<file path="src/verilog/rv_settings.svh">
`ifndef RV_SETTINGS_SVH
`define RV_SETTINGS_SVH

// Width of the integer data path and of an instruction word
`define RV_XLEN 32

// Instruction memory depth in words
`define RV_IMEM_DEPTH 64

// Data memory depth in words
`define RV_DMEM_DEPTH 64

`endif

</file>
<file path="src/verilog/rvIsaPkg.sv">
`default_nettype none

`include "rv_settings.svh"

package rvIsaPkg;

    typedef logic [`RV_XLEN-1:0] word_t;
    typedef logic [4:0]          regIdx_t;

    // Major opcodes handled by the core
    typedef enum logic [6:0] {
        OP     = 7'b0110011,
        OP_IMM = 7'b0010011,
        LOAD   = 7'b0000011,
        STORE  = 7'b0100011,
        BRANCH = 7'b1100011,
        JAL    = 7'b1101111,
        JALR   = 7'b1100111
    } opcode_t;

    typedef enum logic [3:0] {
        ADD,
        SUB,
        AND,
        OR,
        XOR,
        SLT,
        SLTU,
        SLL,
        SRL,
        SRA,
        EQ,    // Compare ops give 0 or 1
        NE,
        LT,
        GE,
        LTU,
        GEU
    } aluOp_t;

endpackage

`default_nettype wire

</file>
<file path="src/verilog/rvRegFile.sv">
`default_nettype none

module rvRegFile (
    input  logic              clk,
    input  logic              reset,
    input  rvIsaPkg::regIdx_t rs1Idx,
    input  rvIsaPkg::regIdx_t rs2Idx,
    input  logic              wrEn,
    input  rvIsaPkg::regIdx_t wrIdx,
    input  rvIsaPkg::word_t   wrData,
    output rvIsaPkg::word_t   rs1Data,
    output rvIsaPkg::word_t   rs2Data
);

    rvIsaPkg::word_t regs [32];

    always_ff @(posedge clk) begin
        if (reset) begin
            for (int i = 0; i < 32; i++) begin
                regs[i] <= '0;
            end
        end else if (wrEn && wrIdx != '0) begin
            regs[wrIdx] <= wrData; // x0 writes dropped
        end
    end

    assign rs1Data = (rs1Idx == '0) ? '0 : regs[rs1Idx];
    assign rs2Data = (rs2Idx == '0) ? '0 : regs[rs2Idx];

endmodule

`default_nettype wire

</file>
<file path="config.mk">
export PLATFORM = sky130hd
export DESIGN_NAME = rvRegFile
export DESIGN_NICKNAME = d
export VERILOG_FILES = /design/src/verilog/rvIsaPkg.sv /design/src/verilog/rvRegFile.sv
export VERILOG_INCLUDE_DIRS = /design/src /design/src/verilog
export SDC_FILE = /design/constraint.sdc
export NUM_CORES = 2
export LEC_CHECK = 0
export CORE_UTILIZATION = 62
export CTS_CLUSTER_DIAMETER = 100
export CTS_CLUSTER_SIZE = 25
export DETAILED_ROUTE_END_ITERATION = 6
export DONT_BUFFER_PORTS = 1
export PLACE_DENSITY = 0.78
export SLEW_MARGIN = 0
export SYNTH_ARGS = -nofsm -noshare
export SYNTH_HDL_FRONTEND = slang
export SYNTH_SLANG_ARGS = --single-unit
</file>
<file path="constraint.sdc">
create_clock -name clk -period 3 [get_ports clk]
set_input_delay 0.6 -clock clk [delete_from_list [all_inputs] [get_ports clk]]
set_output_delay 0.6 -clock clk [all_outputs]
set_load 0.03 [all_outputs]
</file>
# Word-level counts from Yosys, hierarchy flattened
# Memories as Yosys holds them, arrays and structs flattened.
# Index checks and enable logic that the tools add are counted.
[totals]
wordCells = 16
mem_bits_rw = 1024
memories = 1
register_bits = 0
[mem_list]
columns = ["memory", "words", "width", "rd", "rd_ports_with_merged_regs", "write_ports", "line_no", "rtl"]
rows = [
  ["regs", 32, 32, 2, 0, 32, "rvRegFile.sv:15", "rvIsaPkg::word_t regs [32];"],
]
[op_classes]
muxes = 10
n_reduce_logical = 5
[op_table]
columns = ["operator", "n"]
rows = [
  ["32-bit two-way mux", 3],
  ["32-bit OR reduction", 1],
  ["5-bit zero test", 2],
  ["1-bit two-way mux", 6],
  ["5-bit two-way mux", 1],
  ["5-bit nonzero test", 1],
  ["1-bit logical AND", 1],
]

# Longest topological paths before layout
[depth]
depth_word = 7
ltp_mapped = 9
depth_no_buf = 4

# Worst setup path after synthesis
# No wires, ideal clock.
[synth_path]
path_type = "in2out"
from = "input rs2Idx[0]"
to = "output rs2Data[30]"
n_path_buf = 3
slack_ns = -0.638
t_required_ns = 2.400
cell_stages = 6
arrival_ns = 3.038
path_cell_list = "buf_2 -> buf_6 -> buf_4 -> mux4_2 -> mux2i_1 -> a2111oi_0"
[synth_via]
elab_chain_len = 2
elab_cells_between_ends = 3
classes_between = "mux: 1; reduce/logical: 1; memory: 1"
[synth_lines]
columns = ["item", "line_no", "rtl"]
rows = [
  ["start: declaration", "rvRegFile.sv:7", "input rvIsaPkg::regIdx_t rs2Idx,"],
  ["memory read 32 x 32 bit / 5-bit zero test (equally long branches)", "--", ""],
  ["32-bit two-way mux *", "rvRegFile.sv:28", "assign rs2Data = (rs2Idx == '0) ? '0 : regs[rs2Idx];"],
  ["end: declaration", "rvRegFile.sv:12", "output rvIsaPkg::word_t rs2Data"],
]
# Mark *: on every way between the ends. The rest lies on a longest branch, timed or not.

# Final worst setup path
[layout_path]
from = "input rs2Idx[0]"
to = "output rs2Data[23]"
# Same word-level chain as after synthesis.

==> impl_metrics.yaml <==
run_status:
  status: "complete, but fails checks"
  violations: "setup timing"
synth:
  synth_edf_count: 1024
  netlist_area_um2: 54300
  syn_inst: 3502
  ys_ff_latch: 1024
  async_reset_ff_share_pct: 0
  synth_seq_area_share_pct: 56.7
  synth_largest_area_cell: "edfxtp_1"
  synthFlopType: "edfxtp_1"
  syn_area_per_cell_um2: 15.5
  yosys-top-cells-area: "edfxtp_1 (57%), mux4_2 (20%), and2_1 (11%)"
  ys.warnings.count: 0
  synth_top_cell_area_share_pct: 56.7
  yosysUniqueCellTypes: 42
power_and_ir_drop:
  intPower_w: 0.0215
  combPwrFrac_pct: 14.8
  netSwitchingFraction_pct: 24.3
  leakagePower_nw: 20.2
  p_seq_share_pct: 59.6
  clkPwrFrac_pct: 25.6
  irDropWorstVdd_uv: 474
  p_per_area_nw_per_um2: 476
  power.switching_w: 0.00692
  finalPower_w: 0.0284
grt:
  grt_pass1_vias: 35100
  grt_max_degree: 310
  grt_use_met2_pct: 59.9
  grt_antenna_before_repair: 2
  track_usage_pct: 38.1
  grt_busiest_layer: "met2"
  grt.met3_usage_pct: 9.37
  grt_pass1_wl_mm: 241
  grtUsageMet1_pct: 48.9
  grt_overflow: 0
cts:
  cts_tree: "yes"
  root_buffer: "clkbuf_16"
  clk_pin_slew_worst_paths_ns: 0.10
  clockBufferDepth: 3
  cts_sinks: 1024
  h-tree-depth: 2
  numCtsBuffers: 46
floorplanning:
  die_area_um2: 88700
  die_h_um: 298
  io_pins: 114
  die_width_um: 298
  start_util_pct: 62.5
  rows: 108
  core_area_um2: 86800
cells_and_area:
  fin_area_um2: 59700
  drive_gt1_share_pct: 30.4
  reg_top3: "regs (1024)"
  largest_reg_flops: 1024
  regMostFlops: "regs"
  final_cell_mix: "edfxtp_1 (1024), and2_1 (994), mux4_2 (472)"
  utilization_pct: 68.8
  layout_commonest_cell: "edfxtp_1"
  area_growth_pct: 10.1
  final_nets: 3493
detailed_routing:
  drtPass1Iterations: 6
  num_vias: 34200
  wl_per_cell_um: 36.7
  wirelength_mm: 169
  dr.first_iter.drc_count: 5051
  postRouteAntennaNets: 0
  drc_errors: 0
  via_per_inst: 7.42
run:
  maxCapViolations: 0
critical_path:
  crit_buf_inv: 1
  critPathLaunchType: "input port"
  endpoint_kind: "primary output"
  critPathTopFamily: "multiplexers"
  cpPeakStageDelay_ns: 0.84
  setup.worst_path.class: "in2out"
  cp_max_fo: 309
  crit_chain: "mux4_2 -> a22o_4 -> a2111oi_4 -> nor3_2 -> buf_4"
  crit_slowest_cell: "mux4_2"
  required_ns: 2.40
  arrival_ns: 2.85
timing:
  period_needed_ns: 3.45
  setup_viol: 61
  fin_setup_tns_ns: -12.62
  rsz0062_at_grt: "true"
  layout_setup_ws_ns: -0.446
  fin_crit_sh_pct: 115
  drv_slew: 0
  tightest_slew_ns: 1.09
  final-hold-violation-count: 0
  relSlewSlack_pct: 27.4
  max_freq_mhz: 290
placement:
  dpl.hpwl_mm: 99.2
  portBuffers: 0
  gp_congestion: 0.906
  dpl_cell_area_um2: 56700
hold_path:
  hp-class: "in2reg"
area by class of cell:
type | count | area (µm²)
clock buffers | 50 | 1230
well taps | 1155 | 1450
repair buffers | 249 | 2510
multi-input cells | 2120 | 23800
fillers | 5664 | 27000
inverters | 2 | 7.51
diodes | 4 | 10.0
flip-flops and latches | 1024 | 30700
layer usage:
metal	share of wire, %	vias up
li1	-	13300
met4	6.8	0
met5	0	-
met1	33	17400
met2	47	2875
met3	14	601
power groups by stage:
stage | clock network [W] | registers (W) | logic, W
after detailed placement | 0 | 0.0172 | 0.00367
final | 0.00727 | 0.0169 | 0.00421
after global placement | 0 | 0.0171 | 0.00362
after CTS | 0.00727 | 0.0169 | 0.00406
after global routing | 0.00766 | 0.0170 | 0.00426
after floorplan | 0 | 0.0170 | 0.00286
cells by family after synthesis:
kind of cell	share of synthesized area, %
buffers and inverters	3.35
AOI/OAI and AO/OA	3.65
other	0.00691
muxes	23.0
and+or+nand+nor	13.3
DFF	56.7
repair_timing:
action	in CTS	in global routing
gates cloned	0	1
setup endpoints to repair	62	64
hold buffers	0	0
resized for setup	212	32
buffers inserted	18	10
pin swaps	112	12
stage by stage:
step | cells | setup slack [ns] | hold slack, ns
3_5_place_dp | 4528 | -0.314 | 0.727
3_3_place_gp | 4528 | -0.275 | 0.725
4_1_cts | 4589 | -0.269 | 0.0482
5_1_grt | 4600 | -0.247 | 0.0567
6_report | 4604 | -0.446 | 0.0815
2_1_floorplan | 3533 | -0.256 | 0.798
worst paths after layout:
check	startpoint	endpoint	cells after the start
hold / removal	reset	regs[0][23]	0
setup / recovery	rs2Idx[0]	rs2Data[23]	5
synth_stat cells, types with 5 or more instances:
master,number
edfxtp_1,1024
and2_1,995
mux4_2,472
clkbuf_1,271
mux2i_1,150
o22ai_1,103
nor3_1,54
a22o_1,51
buf_2,46
a2111oi_1,41
buf_4,38
nor2_1,36
or2_2,33
mux2_2,30
buf_6,21
a22oi_1,16
a2111oi_0,14
nor2b_1,14
a21oi_1,12
buf_1,11
a211oi_1,7
nand2_1,7
nor4_1,6
nand2b_1,5
nand3_1,5
nand3b_1,5
(Power assumes the default switching activity.)
