## src/verilog/rv_settings.svh

```systemverilog
`ifndef RV_SETTINGS_SVH
`define RV_SETTINGS_SVH

// Width of the integer data path and of an instruction word
`define RV_XLEN 32

// Instruction memory depth in words
`define RV_IMEM_DEPTH 64

// Data memory depth in words
`define RV_DMEM_DEPTH 64

`endif

```

## src/verilog/rvIsaPkg.sv

```systemverilog
`default_nettype none

`include "rv_settings.svh"

package rvIsaPkg;

    typedef logic [`RV_XLEN-1:0] word_t;
    typedef logic [4:0]          regIdx_t;

    // Major opcodes handled by the core
    typedef enum logic [6:0] {
        OP     = 7'b0110011,
        OP_IMM = 7'b0010011,
        LOAD   = 7'b0000011,
        STORE  = 7'b0100011,
        BRANCH = 7'b1100011,
        JAL    = 7'b1101111,
        JALR   = 7'b1100111
    } opcode_t;

    typedef enum logic [3:0] {
        ADD,
        SUB,
        AND,
        OR,
        XOR,
        SLT,
        SLTU,
        SLL,
        SRL,
        SRA,
        EQ,    // Compare ops give 0 or 1
        NE,
        LT,
        GE,
        LTU,
        GEU
    } aluOp_t;

endpackage

`default_nettype wire

```

## src/verilog/rvCorePkg.sv

```systemverilog
`default_nettype none

package rvCorePkg;

    typedef enum logic [1:0] {
        FETCH,
        DECODE,
        EXECUTE,
        WRITEBACK
    } phase_t;

    typedef struct packed {
        rvIsaPkg::aluOp_t aluOp;
        logic             useImm;       // Operand B is imm
        logic             usePc;        // Operand A is pc
        logic             regWrite;
        logic             memRead;
        logic             memWrite;
        logic             isBranch;
        logic             isJump;
        logic             resultIsLink; // Write back pc+4
    } ctrl_t;

    typedef struct packed {
        rvIsaPkg::word_t pc;
        rvIsaPkg::word_t instr;
    } fetchOut_t;

    typedef struct packed {
        rvIsaPkg::word_t   pc;
        ctrl_t             ctrl;
        rvIsaPkg::word_t   rs1Val;
        rvIsaPkg::word_t   rs2Val;
        rvIsaPkg::word_t   imm;
        rvIsaPkg::regIdx_t rd;
    } decodeOut_t;

    typedef struct packed {
        rvIsaPkg::word_t   pc;
        ctrl_t             ctrl;
        rvIsaPkg::word_t   aluResult;
        rvIsaPkg::word_t   storeData;
        rvIsaPkg::regIdx_t rd;
        rvIsaPkg::word_t   nextPc;
    } execOut_t;

    typedef struct packed {
        rvIsaPkg::word_t   pc;
        logic              regWrite;
        rvIsaPkg::regIdx_t rd;
        rvIsaPkg::word_t   rdValue;
        logic              memWrite;
        rvIsaPkg::word_t   memAddr;
        rvIsaPkg::word_t   memData;
    } retire_t;

endpackage

`default_nettype wire

```

## src/verilog/rvFetchStage.sv

```systemverilog
`default_nettype none

`include "rv_settings.svh"

module rvFetchStage (
    input  logic                 clk,
    input  logic                 reset,
    input  rvCorePkg::phase_t    phase,
    input  logic                 loadEn,
    input  rvIsaPkg::word_t      loadAddr,
    input  rvIsaPkg::word_t      loadData,
    input  logic                 pcLoad,
    input  rvIsaPkg::word_t      nextPc,
    output rvCorePkg::fetchOut_t fetchOut
);

    localparam int IMEM_AW = $clog2(`RV_IMEM_DEPTH);

    rvIsaPkg::word_t imem [`RV_IMEM_DEPTH];
    rvIsaPkg::word_t pc;

    // Program load port, word indexed
    always_ff @(posedge clk) begin
        if (loadEn) begin
            imem[loadAddr[IMEM_AW-1:0]] <= loadData;
        end
    end

    always_ff @(posedge clk) begin
        if (reset) begin
            pc <= '0;
        end else if (pcLoad) begin
            pc <= nextPc; // Redirect from writeback
        end
    end

    always_ff @(posedge clk) begin
        if (phase == rvCorePkg::FETCH) begin
            fetchOut.pc    <= pc;
            fetchOut.instr <= imem[pc[IMEM_AW+1:2]];
        end
    end

endmodule

`default_nettype wire

```

## config.mk

```make
export PLATFORM = sky130hd
export DESIGN_NAME = rvFetchStage
export DESIGN_NICKNAME = d
export VERILOG_FILES = /design/src/verilog/rvIsaPkg.sv /design/src/verilog/rvCorePkg.sv /design/src/verilog/rvFetchStage.sv
export VERILOG_INCLUDE_DIRS = /design/src /design/src/verilog
export SDC_FILE = /design/constraint.sdc
export NUM_CORES = 2
export LEC_CHECK = 0
export BUFFER_PORTS_ARGS = -buffer_cell sky130_fd_sc_hd__buf_2
export CORE_ASPECT_RATIO = 2
export CORE_UTILIZATION = 40
export DETAILED_ROUTE_END_ITERATION = 6
export MAX_ROUTING_LAYER = met4
export PLACE_DENSITY = 0.57
export SLEW_MARGIN = 20
export SYNTH_ARGS = -nofsm -noshare
export SYNTH_HDL_FRONTEND = slang
export SYNTH_SLANG_ARGS = --single-unit
```

## constraint.sdc

```tcl
create_clock -name clk -period 6.7 [get_ports clk]
set_clock_uncertainty 0.1 [all_clocks]
set_input_delay 1.34 -clock clk [delete_from_list [all_inputs] [get_ports clk]]
set_output_delay 1.34 -clock clk [all_outputs]
set_load 0.01 [all_outputs]
```

# [Word-level counts from Yosys, hierarchy flattened]
# Memory sizes are Yosys's and may differ from the RTL's. A register that Yosys moved wholly into a read port is not among the register bits.
# Index checks and enable logic that the tools add are counted.
[op_classes] n_reduce_logical=1 muxes=2
[ops] operator="2-bit logical NOT" count=1
[ops] operator="1-bit two-way mux" count=2
[totals] mem_bits_rw=2048 memories=1 out_inout_bits=64 register_bits=64 in_bits=102
[mem_list] name="imem" words=64 width=32 rd=1 rd_clocked_by_memory_dff=1 write_ports=1 line_no="rvFetchStage.sv:19" text="rvIsaPkg::word_t imem [`RV_IMEM_DEPTH];"

# [Logic depth before layout (Yosys ltp)]
[logic_depth] depth_word=2 mapped_depth=10

# [Worst setup path before layout]
# Ideal clock, no wire load.
[synth_path] path_type="input-to-reg" startpoint="in phase[0]" endpoint="reg fetchOut[0] (netlist name)" stages=1 path_buffers=0 t_required_ns=6.113 setup_ns=0.487 path_slack_ns=2.090 t_arrival_ns=4.023 cell_sequence="nor2_1"
[synth_between] elab_chain_cells=1
[synth_lines] item="from (decl)" line_no="rvFetchStage.sv:8" text="input rvCorePkg::phase_t phase,"
[synth_lines] item="2-bit logical NOT" line_no="rvFetchStage.sv:38" text="if (phase == rvCorePkg::FETCH) begin"
# No other way between the ends.
# A chain may end at the register's enable or synchronous reset.

==> qor.yml <==
global_routing:
  grt_max_degree: 84
  grt-ovfl-total: 0
  grt_busiest_layer: "met2"
  grt_pass1_wl_mm: 296
  met3_usage: 0.0227
  gr-usage-met1: 0.243
  antenna_found_initial: 16
  use_met2: 0.381
  grt_usage: 0.211
  grt_pass1_vias: 39600
setup_path:
  critPathMostFrequentCell: "buf_4"
  critical_path.endpoint_type: "register"
  cp_max_fo: 42
  cp-start-kind: "register"
  path_buf_inv: 3
  cp_data_arrival_time_ns: 4.48
  required_ns: 7.28
  critical_path.max_stage_delay_ns: 0.85
  crit_path_top_delay_cell: "dfxtp_4"
  path_cells: "clkinv_1, buf_4, nor2_4, buf_4, a22oi_1, nand4_1, and3_1"
  crit_family: "buffers and inverters"
  path_class: "reg2reg"
timing:
  hold_viol: 0
  timing.final.crit_share: 0.583
  relSlewSlack: 0.234
  fmax_mhz: 256
  post-route-min-period_ns: 3.90
  rsz0062_at_grt: "no"
  drv_slew: 0
  setup_ws_ns: 2.80
  setup_viol: 0
  tightest_slew_ns: 1.15
  finalSetupTns_ns: 0
synthesis:
  ys_seq_area_frac: 0.791
  synth_warnings: 0
  synth.distinct_cells: 35
  synthTopCellsByArea: "edfxtp_1, mux4_2, dfxtp_1, mux2i_1, o221ai_1"
  synth_top_area_frac: 0.783
  ys.flop_type: "edfxtp_1"
  async_flop_share: 0
  ys_ff_latch: 2144
  yosysTopAreaCell: "edfxtp_1"
  syn_inst: 3581
  syn-cell-area_um2: 81000
  synth_edf_count: 2112
  syn_nets: 3683
  synth_area_per_cell_um2: 22.6
pwr:
  switching_share: 0.212
  p_comb_frac: 0.050
  finalPower_mw: 27.1
  internal_power_mw: 21.4
  clkPwrFrac: 0.400
  p_leak_nw: 27.6
  seqPwrFrac: 0.551
  powerDensity_nw_per_um2: 296
  switching_power_mw: 5.75
  peakVddDrop_mv: 0.194
routing:
  drc: 0
  via_per_inst: 5.79
  firstDrtPassIters: 5
  wl_mm: 209
  postRouteAntennaNets: 0
  drt-initial-drc-count: 3674
  post_drt_wl_per_cell_um: 31.9
  vias: 38000
clocking:
  clock_path_buffers: 4
  postCtsHoldBufs: 0
  tritoncts.num_buffers: 190
  path_clk_slew_ns: 0.07
  clock-sinks: 2144
  clk_latency_ns: 0.85
  cts_resized: 0
  cts_tree: "done"
  cts_setup_buffers: 0
  cts_root_buf: "clkbuf_16"
  h-tree-depth: 4
floorplanning:
  die_y_um: 638
  die_w_um: 320
  core.rowCount: 233
  dieArea_um2: 204000
  start_util: 0.403
  coreArea_um2: 201000
  ios: 166
finish:
  final_cells: 6566
  area_delta_synth_final_pct: 12.9
  fillerInstances: 16800
  multi_input_area_um2: 16300
  layout_common_cells: "edfxtp_1, mux4_2, clkbuf_16"
  layout-drive-gt1-share: 0.284
  layout_commonest_cell: "edfxtp_1"
  seq_area_um2: 64100
  layout.nets: 3927
worst_hold_path:
  min_path_type: "reg2reg"
placed_design:
  dp_cells: 6215
  dpl.hpwl_mm: 121
  port_buffers: 139
  pre_cts_ws_ns: 2.28
  gp_congestion: 0.777
job:
  drv_cap: 0
outcome:
  status: "completed"
[worst paths after layout]
check | startpoint | to | slack, ns | cells after the start
setup / recovery | pc[4]$_SDFFE_PP0P_ | fetchOut[9]$_DFFE_PN_ | 2.80 | 7
hold / removal | pc[24]$_SDFFE_PP0P_ | fetchOut[56]$_DFFE_PN_ | 0.31 | 0
setup reg to reg | pc[4]$_SDFFE_PP0P_ | fetchOut[9]$_DFFE_PN_ | 2.80 | 7
hold reg to reg | pc[24]$_SDFFE_PP0P_ | fetchOut[56]$_DFFE_PN_ | 0.31 | 0
[state kept, by name, summed over array words and instances (netlist names)]
name,cells
imem,2048
fetchOut,64
pc,32
[through the flow]
step / hold WS (ns) / util / area, um2
after floorplan: 0.306 / - / 81000
after global placement: 0.309 / 0.424 / 85300
after detailed placement: 0.314 / 0.424 / 85300
after CTS: 0.306 / 0.454 / 91300
after global routing: 0.326 / 0.455 / 91400
final: 0.312 / 0.455 / 91400
[layout make-up]
type / instances / area share
Antenna cell: 14 / 0.000383
Clock buffer: 243 / 0.0556
Clock inverter: 91 / 0.00978
Inverter: 1 / 0.0000410
Multi-Input combinational cell: 1227 / 0.178
Sequential cell: 2144 / 0.701
Tap cell: 2585 / 0.0354
Timing Repair Buffer: 261 / 0.0199
[worst register-to-register path, cell delays in order (launching register included)]
cell and delay [ns]:
dfxtp_4 0.85, clkinv_1 0.26, buf_4 0.30, nor2_4 0.71
buf_4 0.74, a22oi_1 0.33, nand4_1 0.26, and3_1 0.20
[routing by layer]
metal / up-vias / share of wire
li1: 15700 / -
met1: 20800 / 0.37
met2: 1152 / 0.55
met3: 381 / 0.043
met4: 0 / 0.034
met5: - / 0
[cell usage after synthesis, types with 6 or more instances]
master       n
nor2_1     110
nor2b_1     24
mux2_2      33
buf_4       30
nand2b_1    10
mux2i_1     52
nand2_1     72
nand3_1     79
nand4_1     44
buf_6       25
a211o_1      8
clkbuf_1    83
o31ai_1      6
a22oi_1     58
and2_1      15
o221ai_1    53
mux4_2     491
and3_1      21
dfxtp_1     32
o22ai_1     73
o21ai_0     20
a211oi_1    30
buf_2       59
edfxtp_1  2112
o221a_1      8
buf_1       12
[cells by family (layout without fill, tap and decap cells)]
logic type / Yosys count / in the layout / share of synthesized area
flip-flops: 2144 / 2144 / 0.791
multiplexers: 576 / 576 / 0.148
AND/OR/NAND/NOR: 389 / 389 / 0.0233
AO/OA/AOI/OAI: 262 / 262 / 0.0238
buffers and inverters: 210 / 596 / 0.0144
other: 0 / 14 / 0
[power by group through the flow]
stage	sequential [mW]	combinational [mW]	clock [mW]
2_1_floorplan	15.2	0.777	0
3_3_place_gp	15.2	1.35	0
3_5_place_dp	15.2	1.37	0
4_1_cts	14.9	1.37	11.0
5_1_grt	14.9	1.44	11.5
6_report	14.9	1.35	10.8
Power figures use the tool's default switching activity.
