File: config.mk
export PLATFORM = sky130hd
export DESIGN_NAME = rvMemWbStage
export DESIGN_NICKNAME = d
export VERILOG_FILES = /design/src/verilog/rvIsaPkg.sv /design/src/verilog/rvCorePkg.sv /design/src/verilog/rvMemWbStage.sv
export VERILOG_INCLUDE_DIRS = /design/src /design/src/verilog
export SDC_FILE = /design/constraint.sdc
export NUM_CORES = 2
export LEC_CHECK = 0
export BUFFER_PORTS_ARGS = -buffer_cell sky130_fd_sc_hd__buf_4
export CORE_MARGIN = 2
export CORE_UTILIZATION = 35
export CTS_CLUSTER_DIAMETER = 120
export DETAILED_ROUTE_END_ITERATION = 8
export PLACE_DENSITY = 0.53
export SETUP_SLACK_MARGIN = 0.4
export SLEW_MARGIN = 20
export SYNTH_ARGS = -nofsm -noshare
export SYNTH_HDL_FRONTEND = slang
export SYNTH_SLANG_ARGS = --single-unit
File: constraint.sdc
create_clock -name clk -period 4.5 [get_ports clk]
set_clock_uncertainty 0.1 [all_clocks]
set_input_delay 1.125 -clock clk [delete_from_list [all_inputs] [get_ports clk]]
set_output_delay 1.125 -clock clk [all_outputs]
set_load 0.01 [all_outputs]
File: src/verilog/rv_settings.svh
`ifndef RV_SETTINGS_SVH
`define RV_SETTINGS_SVH

// Width of the integer data path and of an instruction word
`define RV_XLEN 32

// Instruction memory depth in words
`define RV_IMEM_DEPTH 64

// Data memory depth in words
`define RV_DMEM_DEPTH 64

`endif

File: src/verilog/rvIsaPkg.sv
`default_nettype none

`include "rv_settings.svh"

package rvIsaPkg;

    typedef logic [`RV_XLEN-1:0] word_t;
    typedef logic [4:0]          regIdx_t;

    // Major opcodes handled by the core
    typedef enum logic [6:0] {
        OP     = 7'b0110011,
        OP_IMM = 7'b0010011,
        LOAD   = 7'b0000011,
        STORE  = 7'b0100011,
        BRANCH = 7'b1100011,
        JAL    = 7'b1101111,
        JALR   = 7'b1100111
    } opcode_t;

    typedef enum logic [3:0] {
        ADD,
        SUB,
        AND,
        OR,
        XOR,
        SLT,
        SLTU,
        SLL,
        SRL,
        SRA,
        EQ,    // Compare ops give 0 or 1
        NE,
        LT,
        GE,
        LTU,
        GEU
    } aluOp_t;

endpackage

`default_nettype wire

File: src/verilog/rvCorePkg.sv
`default_nettype none

package rvCorePkg;

    typedef enum logic [1:0] {
        FETCH,
        DECODE,
        EXECUTE,
        WRITEBACK
    } phase_t;

    typedef struct packed {
        rvIsaPkg::aluOp_t aluOp;
        logic             useImm;       // Operand B is imm
        logic             usePc;        // Operand A is pc
        logic             regWrite;
        logic             memRead;
        logic             memWrite;
        logic             isBranch;
        logic             isJump;
        logic             resultIsLink; // Write back pc+4
    } ctrl_t;

    typedef struct packed {
        rvIsaPkg::word_t pc;
        rvIsaPkg::word_t instr;
    } fetchOut_t;

    typedef struct packed {
        rvIsaPkg::word_t   pc;
        ctrl_t             ctrl;
        rvIsaPkg::word_t   rs1Val;
        rvIsaPkg::word_t   rs2Val;
        rvIsaPkg::word_t   imm;
        rvIsaPkg::regIdx_t rd;
    } decodeOut_t;

    typedef struct packed {
        rvIsaPkg::word_t   pc;
        ctrl_t             ctrl;
        rvIsaPkg::word_t   aluResult;
        rvIsaPkg::word_t   storeData;
        rvIsaPkg::regIdx_t rd;
        rvIsaPkg::word_t   nextPc;
    } execOut_t;

    typedef struct packed {
        rvIsaPkg::word_t   pc;
        logic              regWrite;
        rvIsaPkg::regIdx_t rd;
        rvIsaPkg::word_t   rdValue;
        logic              memWrite;
        rvIsaPkg::word_t   memAddr;
        rvIsaPkg::word_t   memData;
    } retire_t;

endpackage

`default_nettype wire

File: src/verilog/rvMemWbStage.sv
`default_nettype none

`include "rv_settings.svh"

module rvMemWbStage (
    input  logic                clk,
    input  logic                reset,
    input  rvCorePkg::phase_t   phase,
    input  rvCorePkg::execOut_t execOut,
    input  logic                retireStrobe,
    output logic                pcLoad,
    output logic                regWrEn,
    output rvIsaPkg::word_t     nextPc,
    output rvIsaPkg::regIdx_t   regWrIdx,
    output rvIsaPkg::word_t     regWrData,
    output logic                retireValid,
    output rvCorePkg::retire_t  retire
);

    localparam int DMEM_AW = $clog2(`RV_DMEM_DEPTH);

    rvIsaPkg::word_t  dmem [`RV_DMEM_DEPTH];
    logic [DMEM_AW-1:0] dmemIdx;
    rvIsaPkg::word_t  loadData;
    logic             wbActive;
    logic             rdWritten;

    assign wbActive = (phase == rvCorePkg::WRITEBACK);
    assign dmemIdx  = execOut.aluResult[DMEM_AW+1:2]; // Word index wraps at depth
    assign loadData = dmem[dmemIdx];

    assign pcLoad    = wbActive;
    assign nextPc    = execOut.nextPc;
    assign regWrEn   = wbActive && execOut.ctrl.regWrite;
    assign regWrIdx  = execOut.rd;
    assign regWrData = execOut.ctrl.memRead      ? loadData :
                       execOut.ctrl.resultIsLink ? execOut.pc + 32'd4 :
                                                   execOut.aluResult;
    assign rdWritten = execOut.ctrl.regWrite && execOut.rd != '0;

    always_ff @(posedge clk) begin
        if (wbActive && execOut.ctrl.memWrite) begin
            dmem[dmemIdx] <= execOut.storeData;
        end
    end

    always_ff @(posedge clk) begin
        if (reset) begin
            retireValid <= 1'b0;
        end else begin
            retireValid <= retireStrobe;
        end
    end

    // Unused record fields read as zero
    always_ff @(posedge clk) begin
        if (retireStrobe) begin
            retire.pc       <= execOut.pc;
            retire.regWrite <= rdWritten;
            retire.rd       <= rdWritten ? execOut.rd : '0;
            retire.rdValue  <= rdWritten ? regWrData : '0;
            retire.memWrite <= execOut.ctrl.memWrite;
            retire.memAddr  <= execOut.ctrl.memWrite ? execOut.aluResult : '0;
            retire.memData  <= execOut.ctrl.memWrite ? execOut.storeData : '0;
        end
    end

endmodule

`default_nettype wire

* After elaboration in Yosys (flattened, before gate mapping) *
Memories as Yosys holds them, arrays and structs flattened.
Cells that the tools add are included.

operators by class
  add/sub/neg operators = 1
  multiply operators = 0
  div/mod/pow operators = 0
  order comparisons = 0
  equal/unequal tests = 1
  shift operators = 0
  mux-type cells = 4
  bitwise logic cells = 0
  reductions and logical operators = 4

operators by type and width
  operator                                                          count
  32-bit 2-to-1 mux                                                 2
  32-bit by 3-bit adder with 32-bit output (second input constant)  1
  5-bit nonzero test                                                1
  1-bit logical AND                                                 3
  2-bit equality test (second input constant)                       1
  1-bit 2-to-1 mux                                                  2

storage, ports and cells
  register bits = 136
  bits in latches = 0
  RAM bits = 2048
  ROM bits = 0
  input bits = 150
  output and inout bits = 207
  memories = 1

memory list
  name  words  width  read ports  clocked after Yosys merged registers in  wr ports  RTL line            text
  dmem  64     32     1           0                                        1         rvMemWbStage.sv:22  rvIsaPkg::word_t dmem [`RV_DMEM_DEPTH];

* Depth between registers and ports, before layout *
  word-level depth = 4
  mapped depth = 12
  depth with buffers taken out = 8

* Worst setup path after synthesis *
No wires, ideal clock.

  kind = input-to-reg
  from = input execOut[73] in the netlist's numbering
  to = memory dmem[17][0] in the netlist's numbering, enable pin
  library setup time = 0.421 ns
  arrival = 3.685 ns
  setup slack = 0.294 ns
  stages on the path = 7
  buffers on the path = 4
  cells stage by stage = buf_6 -> buf_6 -> buf_4 -> buf_4 -> nor2_1 -> nand2_1 -> nor2_1

RTL lines
  item                RTL line            text
  start: declaration  rvMemWbStage.sv:9   input rvCorePkg::execOut_t execOut,
  end: declaration    rvMemWbStage.sv:22

No word-level cell before the write port.

* Worst setup path after layout *
  from = input execOut[71] in the netlist's numbering
  to = output regWrData[16]

on the way
  cells in the longest elaborated chain, start to end = 2

ends and longest elaborated chain
  item                RTL line            text
  memory 64 x 32 bit  -
  32-bit 2-to-1 mux   rvMemWbStage.sv:36  assign regWrData = execOut.ctrl.memRead ? loadData :
  end: declaration    rvMemWbStage.sv:15  output rvIsaPkg::word_t regWrData,

No other way between the ends.

==> reports/qor.txt <==
Max-Cap Viols - 0
hold-fix buffers at CTS - 0
Final Max Tran Viols - 0
WHS - 0.312 ns
Max Freq - 199 MHz
routed wire length per instance - 33.9 µm
sequential share of the synthesized area - 77.0%
IO Port Bufs - 284
Mapped Nets - 4926
io pins - 357
Req. time, crit path - 3.27 ns
clk root buf - clkbuf_16
violation count after the first detailed-route iteration - 7359
Period minus WS final - 5.03 ns
wirelength, routed - 319 mm
final core utilization - 45.6%
core area - 243000 µm²
global-route wire length before repair - 432 mm
Pre-antenna DRT Iters - 6
Mean Syn Cell Area - 17.8 µm²
clk buf depth - 3
prevailing post-synth register cell - edfxtp_1
total power - 44.8 mW
share of layout cells above drive strength 1 - 35.3%
Critical Path AT - 3.81 ns
post-synthesis async set-or-reset flop share - 0%
routability cong. - 0.878
synth unique cells - 75
largest net degree at the start of global routing - 66
Slew @ Worst Pin - 1.03 ns
vias - 54100
DRC viols - 0
Skew-Pair Late Insertion Delay - 0.89 ns
Worst-path clk slew - 0.06 ns
total CTS buffers - 217
Mapped Area - 85100 µm²
status - complete, but fails checks
Setup CP Type - primary input to output port
total of warnings raised by yosys - 0
final worst slack - -0.533 ns
Die Span Y - 497 µm
Comb pwr share - 9.3%
Final setup viols - 32
static leakage - 38.0 nW
RSZ-0062 raised after global routing - true
Flop pwr share - 50.4%
number of cells produced by synthesis - 4775
Final Hold Vio Count - 0
row count - 181
Clk pwr share - 40.3%
overflow left after global routing - 0
ANT nets after route - 0
Nets - 6162
hold crit path type - primary input to flop
failing checks - negative setup slack
Vias/cell - 5.75
# H-tree levels - 4
Sw Ratio - 23.2%
Detailed Place HPWL - 202 mm
Post-synth EDFFs - 2183
CTS tree - yes
Startpoint Class - primary input
vias in the first global route - 51500
Die Wd - 497 µm
worst vdd ir - 0.000427 V
synthesized flop and latch total - 2184
CTS sink cnt - 2184
Area Growth Syn to Fin - 29.8%
gr usage total - 25.1%
PD cells - 405 nW/µm²
critical path capture point type - output port
Net Switching - 10.4 mW
Int Power - 34.4 mW
worst-path maximum fanout - 7
Initial Utilization - 35.1%
die area - 247000 µm²
initial antenna violation count - 22
Relative slew margins - 31.1%
crit share post-route - 112%
==> registers in the layout (all words and copies together), names as in the netlist <==
name	flops
retire	135
dmem	2048
retireValid	1
==> cell families after synthesis <==
kind of cell | count (synthesis) | synth area share (%)
adder cells (fa/ha/maj) | 1 | 0.0147
XOR/XNOR | 25 | 0.257
flip-flops | 2184 | 77.0
buffers and inverters | 362 | 2.40
multiplexers | 600 | 8.28
AO/OA/AOI/OAI | 1045 | 8.78
AND/OR/NAND/NOR | 558 | 3.23
==> timing repair <==
action / CTS / global route
pin swaps: 114 / 109
gates resized for setup: 400 / 173
buffers inserted: 125 / 77
gates cloned: 16 / 2
endpoints found under the setup margin: 32 / 32
==> routing by layer <==
| metal | GRT usage (%) | vias up | wire, µm | part of all wire (%) |
|---|---|---|---|---|
| li1 | - | 22000 | - | - |
| met1 | 34.4 | 28300 | 127000 | 40 |
| met2 | 39.5 | 3131 | 147000 | 46 |
| met3 | 5.14 | 585 | 32100 | 10 |
| met4 | 9.34 | 16 | 13100 | 4.1 |
| met5 | 0 | - | 79 | 0.025 |
==> final cells by class <==
cell class | count | area [µm²]
fill | 20900 | 132000
sequential | 2184 | 65600
multi-input combinational | 2229 | 19800
timing repair buffer | 1369 | 14100
clock buffer | 270 | 5750
tap | 3202 | 4010
clock inverter | 139 | 1270
inverter | 10 | 50.0
antenna | 4 | 10.0
==> Yosys cell counts (all sizes together) (10+ instances only) <==
master	n	share of area [%]
a211oi	18	0.16
a21oi	154	0.91
a221o	49	0.58
a221oi	151	1.6
a222oi	17	0.20
a22o	89	0.92
a22oi	126	1.1
a31oi	17	0.12
and2	86	0.63
and3	14	0.10
buf	248	1.9
clkbuf	104	0.46
edfxtp	2183	77
inv	10	0.044
mux2	104	1.4
mux2i	423	5.0
mux4	73	1.9
nand2	107	0.47
nand3	19	0.11
nand4	12	0.088
nor2	217	0.96
nor2b	13	0.096
nor3	32	0.19
nor4	16	0.15
o211ai	12	0.11
o21ai	138	0.81
o221ai	26	0.27
o22a	24	0.25
o22ai	172	1.3
o2bb2ai	11	0.11
xnor2	15	0.15
xor2	10	0.10
==> path summary, 6_finish.rpt <==
kind / startpoint / endpoint / slack [ns] / cells after the start
worst max-delay path: execOut[71] / regWrData[16] / -0.53 / 14
worst min-delay path: reset / retireValid$_SDFF_PP0_ / 0.31 / 2
worst max register to register: dmem[6][16]$_DFFE_PP_ / retire[81]$_SDFFCE_PN0P_ / 1.67 / 7
worst min register to register: dmem[35][17]$_DFFE_PP_ / retire[82]$_SDFFCE_PN0P_ / 0.90 / 5
==> power by group through the flow <==
stage	Clock, mW	Combinational, mW	Sequential (mW)
floorplan	0	1.24	23.1
global placement	0	3.54	23.0
detailed placement	0	3.56	23.0
CTS	18.2	3.96	22.6
global route	19.0	4.29	22.6
finish	18.1	4.19	22.6
==> metrics by stage <==
step,cell area (µm²),instances,setup slack (ns),TNS (ns)
finish,111000,9407,-0.533,-10.75
CTS,109000,9324,-0.456,-9.34
detailed placement,98700,8774,-1.11,-19.68
floorplan,85200,4775,0.294,0
global route,111000,9403,-0.541,-11.93
global placement,98700,8774,-1.61,-20.61
==> critical path, stage by stage <==
cell      delay (ns)
buf_16          0.13
buf_12          0.16
buf_12          0.14
nor2b_4         0.14
buf_12          0.13
buf_12          0.12
buf_4           0.16
a22o_1          0.21
a221oi_2        0.33
o22ai_2         0.23
nor4_4          0.46
buf_4           0.19
nor2_1          0.06
buf_4           0.15
==> cells in the final DEF (no fill, tap or decap), types with 83 or more instances in the layout <==
cell / instances
nor2_4: 84
nand2_1: 100
mux2_2: 96
o21ai_0: 85
buf_4: 1002
buf_12: 204
buf_6: 109
clkbuf_16: 224
a22o_1: 87
a22oi_1: 108
a21oi_1: 129
edfxtp_1: 2183
o22ai_1: 151
nor2_1: 125
mux2i_1: 413
and2_1: 83
Note: power is estimated with default switching activity, not from simulation.
