**src/verilog/rv_settings.svh**
```systemverilog
`ifndef RV_SETTINGS_SVH
`define RV_SETTINGS_SVH

// Width of the integer data path and of an instruction word
`define RV_XLEN 32

// Instruction memory depth in words
`define RV_IMEM_DEPTH 64

// Data memory depth in words
`define RV_DMEM_DEPTH 64

`endif

```
**src/verilog/rvIsaPkg.sv**
```systemverilog
`default_nettype none

`include "rv_settings.svh"

package rvIsaPkg;

    typedef logic [`RV_XLEN-1:0] word_t;
    typedef logic [4:0]          regIdx_t;

    // Major opcodes handled by the core
    typedef enum logic [6:0] {
        OP     = 7'b0110011,
        OP_IMM = 7'b0010011,
        LOAD   = 7'b0000011,
        STORE  = 7'b0100011,
        BRANCH = 7'b1100011,
        JAL    = 7'b1101111,
        JALR   = 7'b1100111
    } opcode_t;

    typedef enum logic [3:0] {
        ADD,
        SUB,
        AND,
        OR,
        XOR,
        SLT,
        SLTU,
        SLL,
        SRL,
        SRA,
        EQ,    // Compare ops give 0 or 1
        NE,
        LT,
        GE,
        LTU,
        GEU
    } aluOp_t;

endpackage

`default_nettype wire

```
**src/verilog/rvCorePkg.sv**
```systemverilog
`default_nettype none

package rvCorePkg;

    typedef enum logic [1:0] {
        FETCH,
        DECODE,
        EXECUTE,
        WRITEBACK
    } phase_t;

    typedef struct packed {
        rvIsaPkg::aluOp_t aluOp;
        logic             useImm;       // Operand B is imm
        logic             usePc;        // Operand A is pc
        logic             regWrite;
        logic             memRead;
        logic             memWrite;
        logic             isBranch;
        logic             isJump;
        logic             resultIsLink; // Write back pc+4
    } ctrl_t;

    typedef struct packed {
        rvIsaPkg::word_t pc;
        rvIsaPkg::word_t instr;
    } fetchOut_t;

    typedef struct packed {
        rvIsaPkg::word_t   pc;
        ctrl_t             ctrl;
        rvIsaPkg::word_t   rs1Val;
        rvIsaPkg::word_t   rs2Val;
        rvIsaPkg::word_t   imm;
        rvIsaPkg::regIdx_t rd;
    } decodeOut_t;

    typedef struct packed {
        rvIsaPkg::word_t   pc;
        ctrl_t             ctrl;
        rvIsaPkg::word_t   aluResult;
        rvIsaPkg::word_t   storeData;
        rvIsaPkg::regIdx_t rd;
        rvIsaPkg::word_t   nextPc;
    } execOut_t;

    typedef struct packed {
        rvIsaPkg::word_t   pc;
        logic              regWrite;
        rvIsaPkg::regIdx_t rd;
        rvIsaPkg::word_t   rdValue;
        logic              memWrite;
        rvIsaPkg::word_t   memAddr;
        rvIsaPkg::word_t   memData;
    } retire_t;

endpackage

`default_nettype wire

```
**src/verilog/rvExecuteStage.sv**
```systemverilog
`default_nettype none

module rvExecuteStage (
    input  logic                  clk,
    input  logic                  reset,
    input  rvCorePkg::phase_t     phase,
    input  rvCorePkg::decodeOut_t decodeOut,
    output rvCorePkg::execOut_t   execOut
);

    rvIsaPkg::word_t opA;
    rvIsaPkg::word_t opB;
    logic [4:0]      shamt;
    rvIsaPkg::word_t aluResult;
    rvIsaPkg::word_t nextPc;

    assign opA   = decodeOut.ctrl.usePc ? decodeOut.pc : decodeOut.rs1Val;
    assign opB   = decodeOut.ctrl.useImm ? decodeOut.imm : decodeOut.rs2Val;
    assign shamt = opB[4:0];

    always_comb begin
        aluResult = '0;
        case (decodeOut.ctrl.aluOp)
            rvIsaPkg::ADD:  aluResult = opA + opB;
            rvIsaPkg::SUB:  aluResult = opA - opB;
            rvIsaPkg::AND:  aluResult = opA & opB;
            rvIsaPkg::OR:   aluResult = opA | opB;
            rvIsaPkg::XOR:  aluResult = opA ^ opB;
            rvIsaPkg::SLT,
            rvIsaPkg::LT:   aluResult = rvIsaPkg::word_t'($signed(opA) < $signed(opB));
            rvIsaPkg::SLTU,
            rvIsaPkg::LTU:  aluResult = rvIsaPkg::word_t'(opA < opB);
            rvIsaPkg::SLL:  aluResult = opA << shamt;
            rvIsaPkg::SRL:  aluResult = opA >> shamt;
            rvIsaPkg::SRA:  aluResult = $signed(opA) >>> shamt;
            rvIsaPkg::EQ:   aluResult = rvIsaPkg::word_t'(opA == opB);
            rvIsaPkg::NE:   aluResult = rvIsaPkg::word_t'(opA != opB);
            rvIsaPkg::GE:   aluResult = rvIsaPkg::word_t'($signed(opA) >= $signed(opB));
            rvIsaPkg::GEU:  aluResult = rvIsaPkg::word_t'(opA >= opB);
            default:        aluResult = '0;
        endcase
    end

    // Jumps take the ALU sum, low bit cleared for JALR
    always_comb begin
        if (decodeOut.ctrl.isJump) begin
            nextPc = aluResult & ~rvIsaPkg::word_t'(1);
        end else if (decodeOut.ctrl.isBranch && aluResult[0]) begin
            nextPc = decodeOut.pc + decodeOut.imm;
        end else begin
            nextPc = decodeOut.pc + 32'd4;
        end
    end

    always_ff @(posedge clk) begin
        if (reset) begin
            execOut.ctrl <= '0;
        end else if (phase == rvCorePkg::EXECUTE) begin
            execOut.pc        <= decodeOut.pc;
            execOut.ctrl      <= decodeOut.ctrl;
            execOut.aluResult <= aluResult;
            execOut.storeData <= decodeOut.rs2Val;
            execOut.rd        <= decodeOut.rd;
            execOut.nextPc    <= nextPc;
        end
    end

endmodule

`default_nettype wire

```
**config.mk**
```make
export PLATFORM = sky130hd
export DESIGN_NAME = rvExecuteStage
export DESIGN_NICKNAME = d
export VERILOG_FILES = /design/src/verilog/rvIsaPkg.sv /design/src/verilog/rvCorePkg.sv /design/src/verilog/rvExecuteStage.sv
export VERILOG_INCLUDE_DIRS = /design/src /design/src/verilog
export SDC_FILE = /design/constraint.sdc
export NUM_CORES = 1
export LEC_CHECK = 0
export ABC_AREA = 1
export BUFFER_PORTS_ARGS = -buffer_cell sky130_fd_sc_hd__buf_4
export CORE_AREA = 2 2 131 228
export DETAILED_ROUTE_END_ITERATION = 10
export DIE_AREA = 0 0 133 230
export GPL_TIMING_DRIVEN = 0
export PLACE_DENSITY = 0.93
export SLEW_MARGIN = 20
export SYNTH_ARGS = -nofsm -noshare
export SYNTH_HDL_FRONTEND = slang
export SYNTH_SLANG_ARGS = --single-unit
export TNS_END_PERCENT = 50
```
**constraint.sdc**
```tcl
create_clock -name clk -period 11.9 [get_ports clk]
set_input_delay 1.19 -clock clk [delete_from_list [all_inputs] [get_ports clk]]
set_output_delay 1.19 -clock clk [all_outputs]
set_load 0.01 [all_outputs]
```
==> flow_summary.ini, run 1 <==
[status]
status = stopped before the end
haltStage = global routing (5_1_grt)
tool.error = [ERROR GRT-0116] Global routing finished with congestion. Check the congestion regions in the DRC Viewer.

[yosys]
synth.top_cell.area_share_pct = 23.5
ys.flop_type = edfxtp_1
synth-edff-count = 133
synth-seq-cells = 145
syn_nets = 2928
ys_warn_count = 0
synth_cell_types = 56
synth_commonest_cells = 746 x nand2_1, 335 x inv_1, 214 x nand3_1, 214 x o21ai_0, 206 x nor2_1
yosysTopAreaCell = edfxtp_1
yosysMostFrequentCell = nand2_1
yosysSeqAreaShare_pct = 25.0
async_reset_ff_share_pct = 0
syn_area_mm2 = 0.0170
syn_avg_cell_area_um2 = 6.41
synth_cells = 2647
synth_area_leaders = edfxtp_1 24%, nand2_1 17%, ha_1 9.5%

[grt]
grt_pass1_vias = 23320
grt_pass1_wl_mm = 135
grt_util_all_layers_pct = 58.5
grt_max_degree = 33
grt-ovfl-total = 42

[clock_network]
cts_setup_buffers = 0
postCtsHoldBufs = 0
cts_buffers = 17
cts.sinks = 145
cts_resized = 0
htree_levels = 4
cts_buffer_depth = 2
cts-root-buf = clkbuf_16

[die]
die_h_um = 230
row_count = 82
initial_core_util_pct = 59.3
boundaryPins = 294
die_width_um = 133

[placement]
globalplace.congestion = 1.50
dp_hpwl_mm = 63.5
port_buffers = 290
## per-layer routing
metal  GRT usage, %  GRT overflow
met3           32.3             0
met4           61.4            13
met1           57.8             0
met2           82.6            29
met5           3.27             0
## logic make-up after synthesis
group,Yosys count,synth area share (%)
simple gates,1257,30.9
compound gates,584,19.6
buf+inv,456,10.9
flops,145,25.0
fa+ha+maj,132,9.87
xor+xnor,68,3.51
mux,5,0.295
## through the flow
step                      hold WS (ns)  setup WS, ns  cells  instance area (um2)
after CTS                        0.474          6.05   3351                20300
after detailed placement         0.464          5.65   3319                19700
after global placement           0.451          2.02   3315                19600
after floorplan                  0.486          3.99   2647                17000
==> run 2, diff against run 1 <==
Settings changed: CORE_AREA 2 2 131 228 to 2 2 209 211, DIE_AREA 0 0 133 230 to 0 0 211 213, PLACE_DENSITY 0.93 to default, PLACE_DENSITY_LB_ADDON from default to 0.15.
==> flow_summary.ini, run 2 <==
[yosys]
synth_top_family_by_area = simple AND/OR/NAND/NOR gates
synth_cells = 2647
synth.top_cell.area_share_pct = 23.5
synth-compound-area-share_pct = 19.6
synth.area.mux_share_pct = 0.295
async_reset_ff_share_pct = 0
yosysSeqAreaShare_pct = 25.0
yosys.area_share.simple_pct = 30.9
synth_xor_area_share_pct = 3.51
synth_area_leaders = edfxtp_1 24%, nand2_1 17%, ha_1 9.5%
synth-adder-area-share_pct = 9.87
syn_nets = 2928
ys_warn_count = 0
synth_commonest_cells = 746 x nand2_1, 335 x inv_1, 214 x nand3_1, 214 x o21ai_0, 206 x nor2_1
yosysTopAreaCell = edfxtp_1
synth-edff-count = 133
yosysMostFrequentCell = nand2_1
synth_cell_types = 56
syn_avg_cell_area_um2 = 6.41
synth-seq-cells = 145
ys.flop_type = edfxtp_1
syn_area_mm2 = 0.0170

[pwr]
switching_share_pct = 44.0
power_density_mw_per_mm2 = 103
p_int_mw = 1.19
peakVddDrop_mv = 0.103
power_switching_uw = 934
leakage_nw = 9.90
p_seq_share_pct = 28.3
p_comb_share_pct = 46.7
total_power_mw = 2.12
clockPowerShare_pct = 25.0

[die]
fp.coreArea_mm2 = 0.0427
initial_core_util_pct = 39.7
die-area_mm2 = 0.0449
die_width_um = 211
row_count = 76
boundaryPins = 294
die_h_um = 213

[clock_network]
clkLatencyLatePin_ns = 0.47
cts_tree = built
cts_setup_buffers = 0
cts_buffer_depth = 2
cts_resized = 0
cts-root-buf = clkbuf_16
postCtsHoldBufs = 0
htree_levels = 4
clk_pin_slew_ns = 0.06
cts_buffers = 17
cts.sinks = 145

[timing]
period_share_pct = 53.1
setup_tns_ns = 0
final.min_clock_period_ns = 6.31
rsz0062_at_grt = false
tightestPinTransition_ns = 1.25
maxSlewHeadroom_pct = 15.7
setup_violations = 0
skew_ns = 0
timing.fmax_mhz = 158
final_max_slew_viol_count = 0
hold_violations = 0

[route]
viasPerCell = 5.77
wl_mm = 87.9
wire_per_inst_um = 25.0
drt_first_pass_iters = 8
vias = 20299
postRouteAntennaNets = 0
drt_iter0_drc = 2108
route.detailed.drc = 0

[worst_setup_path]
crit_arrival_ns = 6.51
critPathCaptureType = register
critical_path.max_fanout = 11
slowest_delay_ns = 0.75
crit_slowest_cell = a21oi_2
crit_path_frequent_cell = nand2_1
critical_path_class = in2reg
critPathRequiredTime_ns = 12.10
crit_family = simple AND/OR/NAND/NOR gates
cp-start-kind = input port
path_buf_inv = 7

[worst_hold_path]
hp-class = reg2reg

[layout]
largest_register_ffs = 145
largest-register = execOut
num-nets-final = 3242
fillers = 4478
finalNonFillerCells = 3520
final_cell_mix = 746 x nand2_1, 335 x inv_1, 305 x buf_4
drive_above_1_share_pct = 14.1
final_common_cell = nand2_1
diodes = 0
top_regs = execOut: 145 flops
syn2layout_area_growth_pct = 21.0

[placement]
dp_hpwl_mm = 74.4
globalplace.congestion = 1.09
placedCellCount = 3488
port_buffers = 290

[grt]
grt-ovfl-total = 0
grt_pass1_wl_mm = 125
antenna_found_initial = 2
grt_max_degree = 29
grt_util_all_layers_pct = 38.5
grt_pass1_vias = 19424

[status]
status = completed

[flow_run]
drv_cap = 0
[run 2: worst paths after layout]
kind | from | to | slack, ns | depth (start not counted)
max | decodeOut[7] | execOut[11]$_DFFE_PP_ | 5.59 | 28
min reg2reg | execOut[107]$_SDFFE_PP0N_ | execOut[107]$_SDFFE_PP0N_ | 0.46 | 2
max reg2reg | execOut[111]$_SDFFE_PP0N_ | execOut[111]$_SDFFE_PP0N_ | 11.20 | 2
min | execOut[107]$_SDFFE_PP0N_ | execOut[107]$_SDFFE_PP0N_ | 0.46 | 2
[run 2: cells by family after synthesis]
group | after synthesis
AOI/OAI and AO/OA | 584
xor gates and xnor gates | 68
adders and majority gates | 132
buffers and inverters | 456
DFF | 145
muxes | 5
and+or+nand+nor | 1257
[run 2: worst reg2reg max path, cell delays in order (launching register included)]
cell and delay [ns]:
dfxtp_1 0.35, nor2_1 0.06, a211oi_1 0.20
[run 2: final cells by class]
| type | instances | area, um2 | area share, % |
|---|---|---|---|
| buffer | 110 | 542 | 2.64 |
| clock buffer | 17 | 425 | 2.07 |
| clock inverter | 15 | 150 | 0.731 |
| inverter | 346 | 1300 | 6.33 |
| multi-input combinational | 2046 | 10900 | 53.1 |
| sequential | 145 | 4230 | 20.6 |
| tap | 546 | 683 | 3.33 |
| timing repair buffer | 295 | 2300 | 11.2 |
[run 2: power by group through the flow]
stage	combinational, mW	sequential [mW]	clock, mW
floorplan	0.558	0.628	0
global placement	0.948	0.616	0
detailed placement	0.954	0.612	0
CTS	0.958	0.601	0.542
global route	1.06	0.603	0.562
finish	0.990	0.601	0.532
[run 2: stage by stage]
stage / utilization (%) / setup WS, ns / hold WS (ns) / instance area (um2)
floorplan: - / 3.99 / 0.486 / 17000
global placement: 46.4 / 1.05 / 0.449 / 19800
detailed placement: 46.7 / 5.36 / 0.454 / 20000
CTS: 48.1 / 5.89 / 0.464 / 20500
global route: 48.1 / 5.49 / 0.489 / 20500
finish: 48.1 / 5.59 / 0.462 / 20500
[run 2: routing by layer]
layer,vias to the layer above,wire [um],track usage [%],share of wire (%)
li1,9451,-,-,-
met1,9435,34300,46.0,39
met4,0,6420,25.7,7.3
met3,287,7360,7.19,8.4
met5,-,0,0,0
met2,1126,39800,63.4,45
Note: power is estimated with default switching activity, not from simulation.
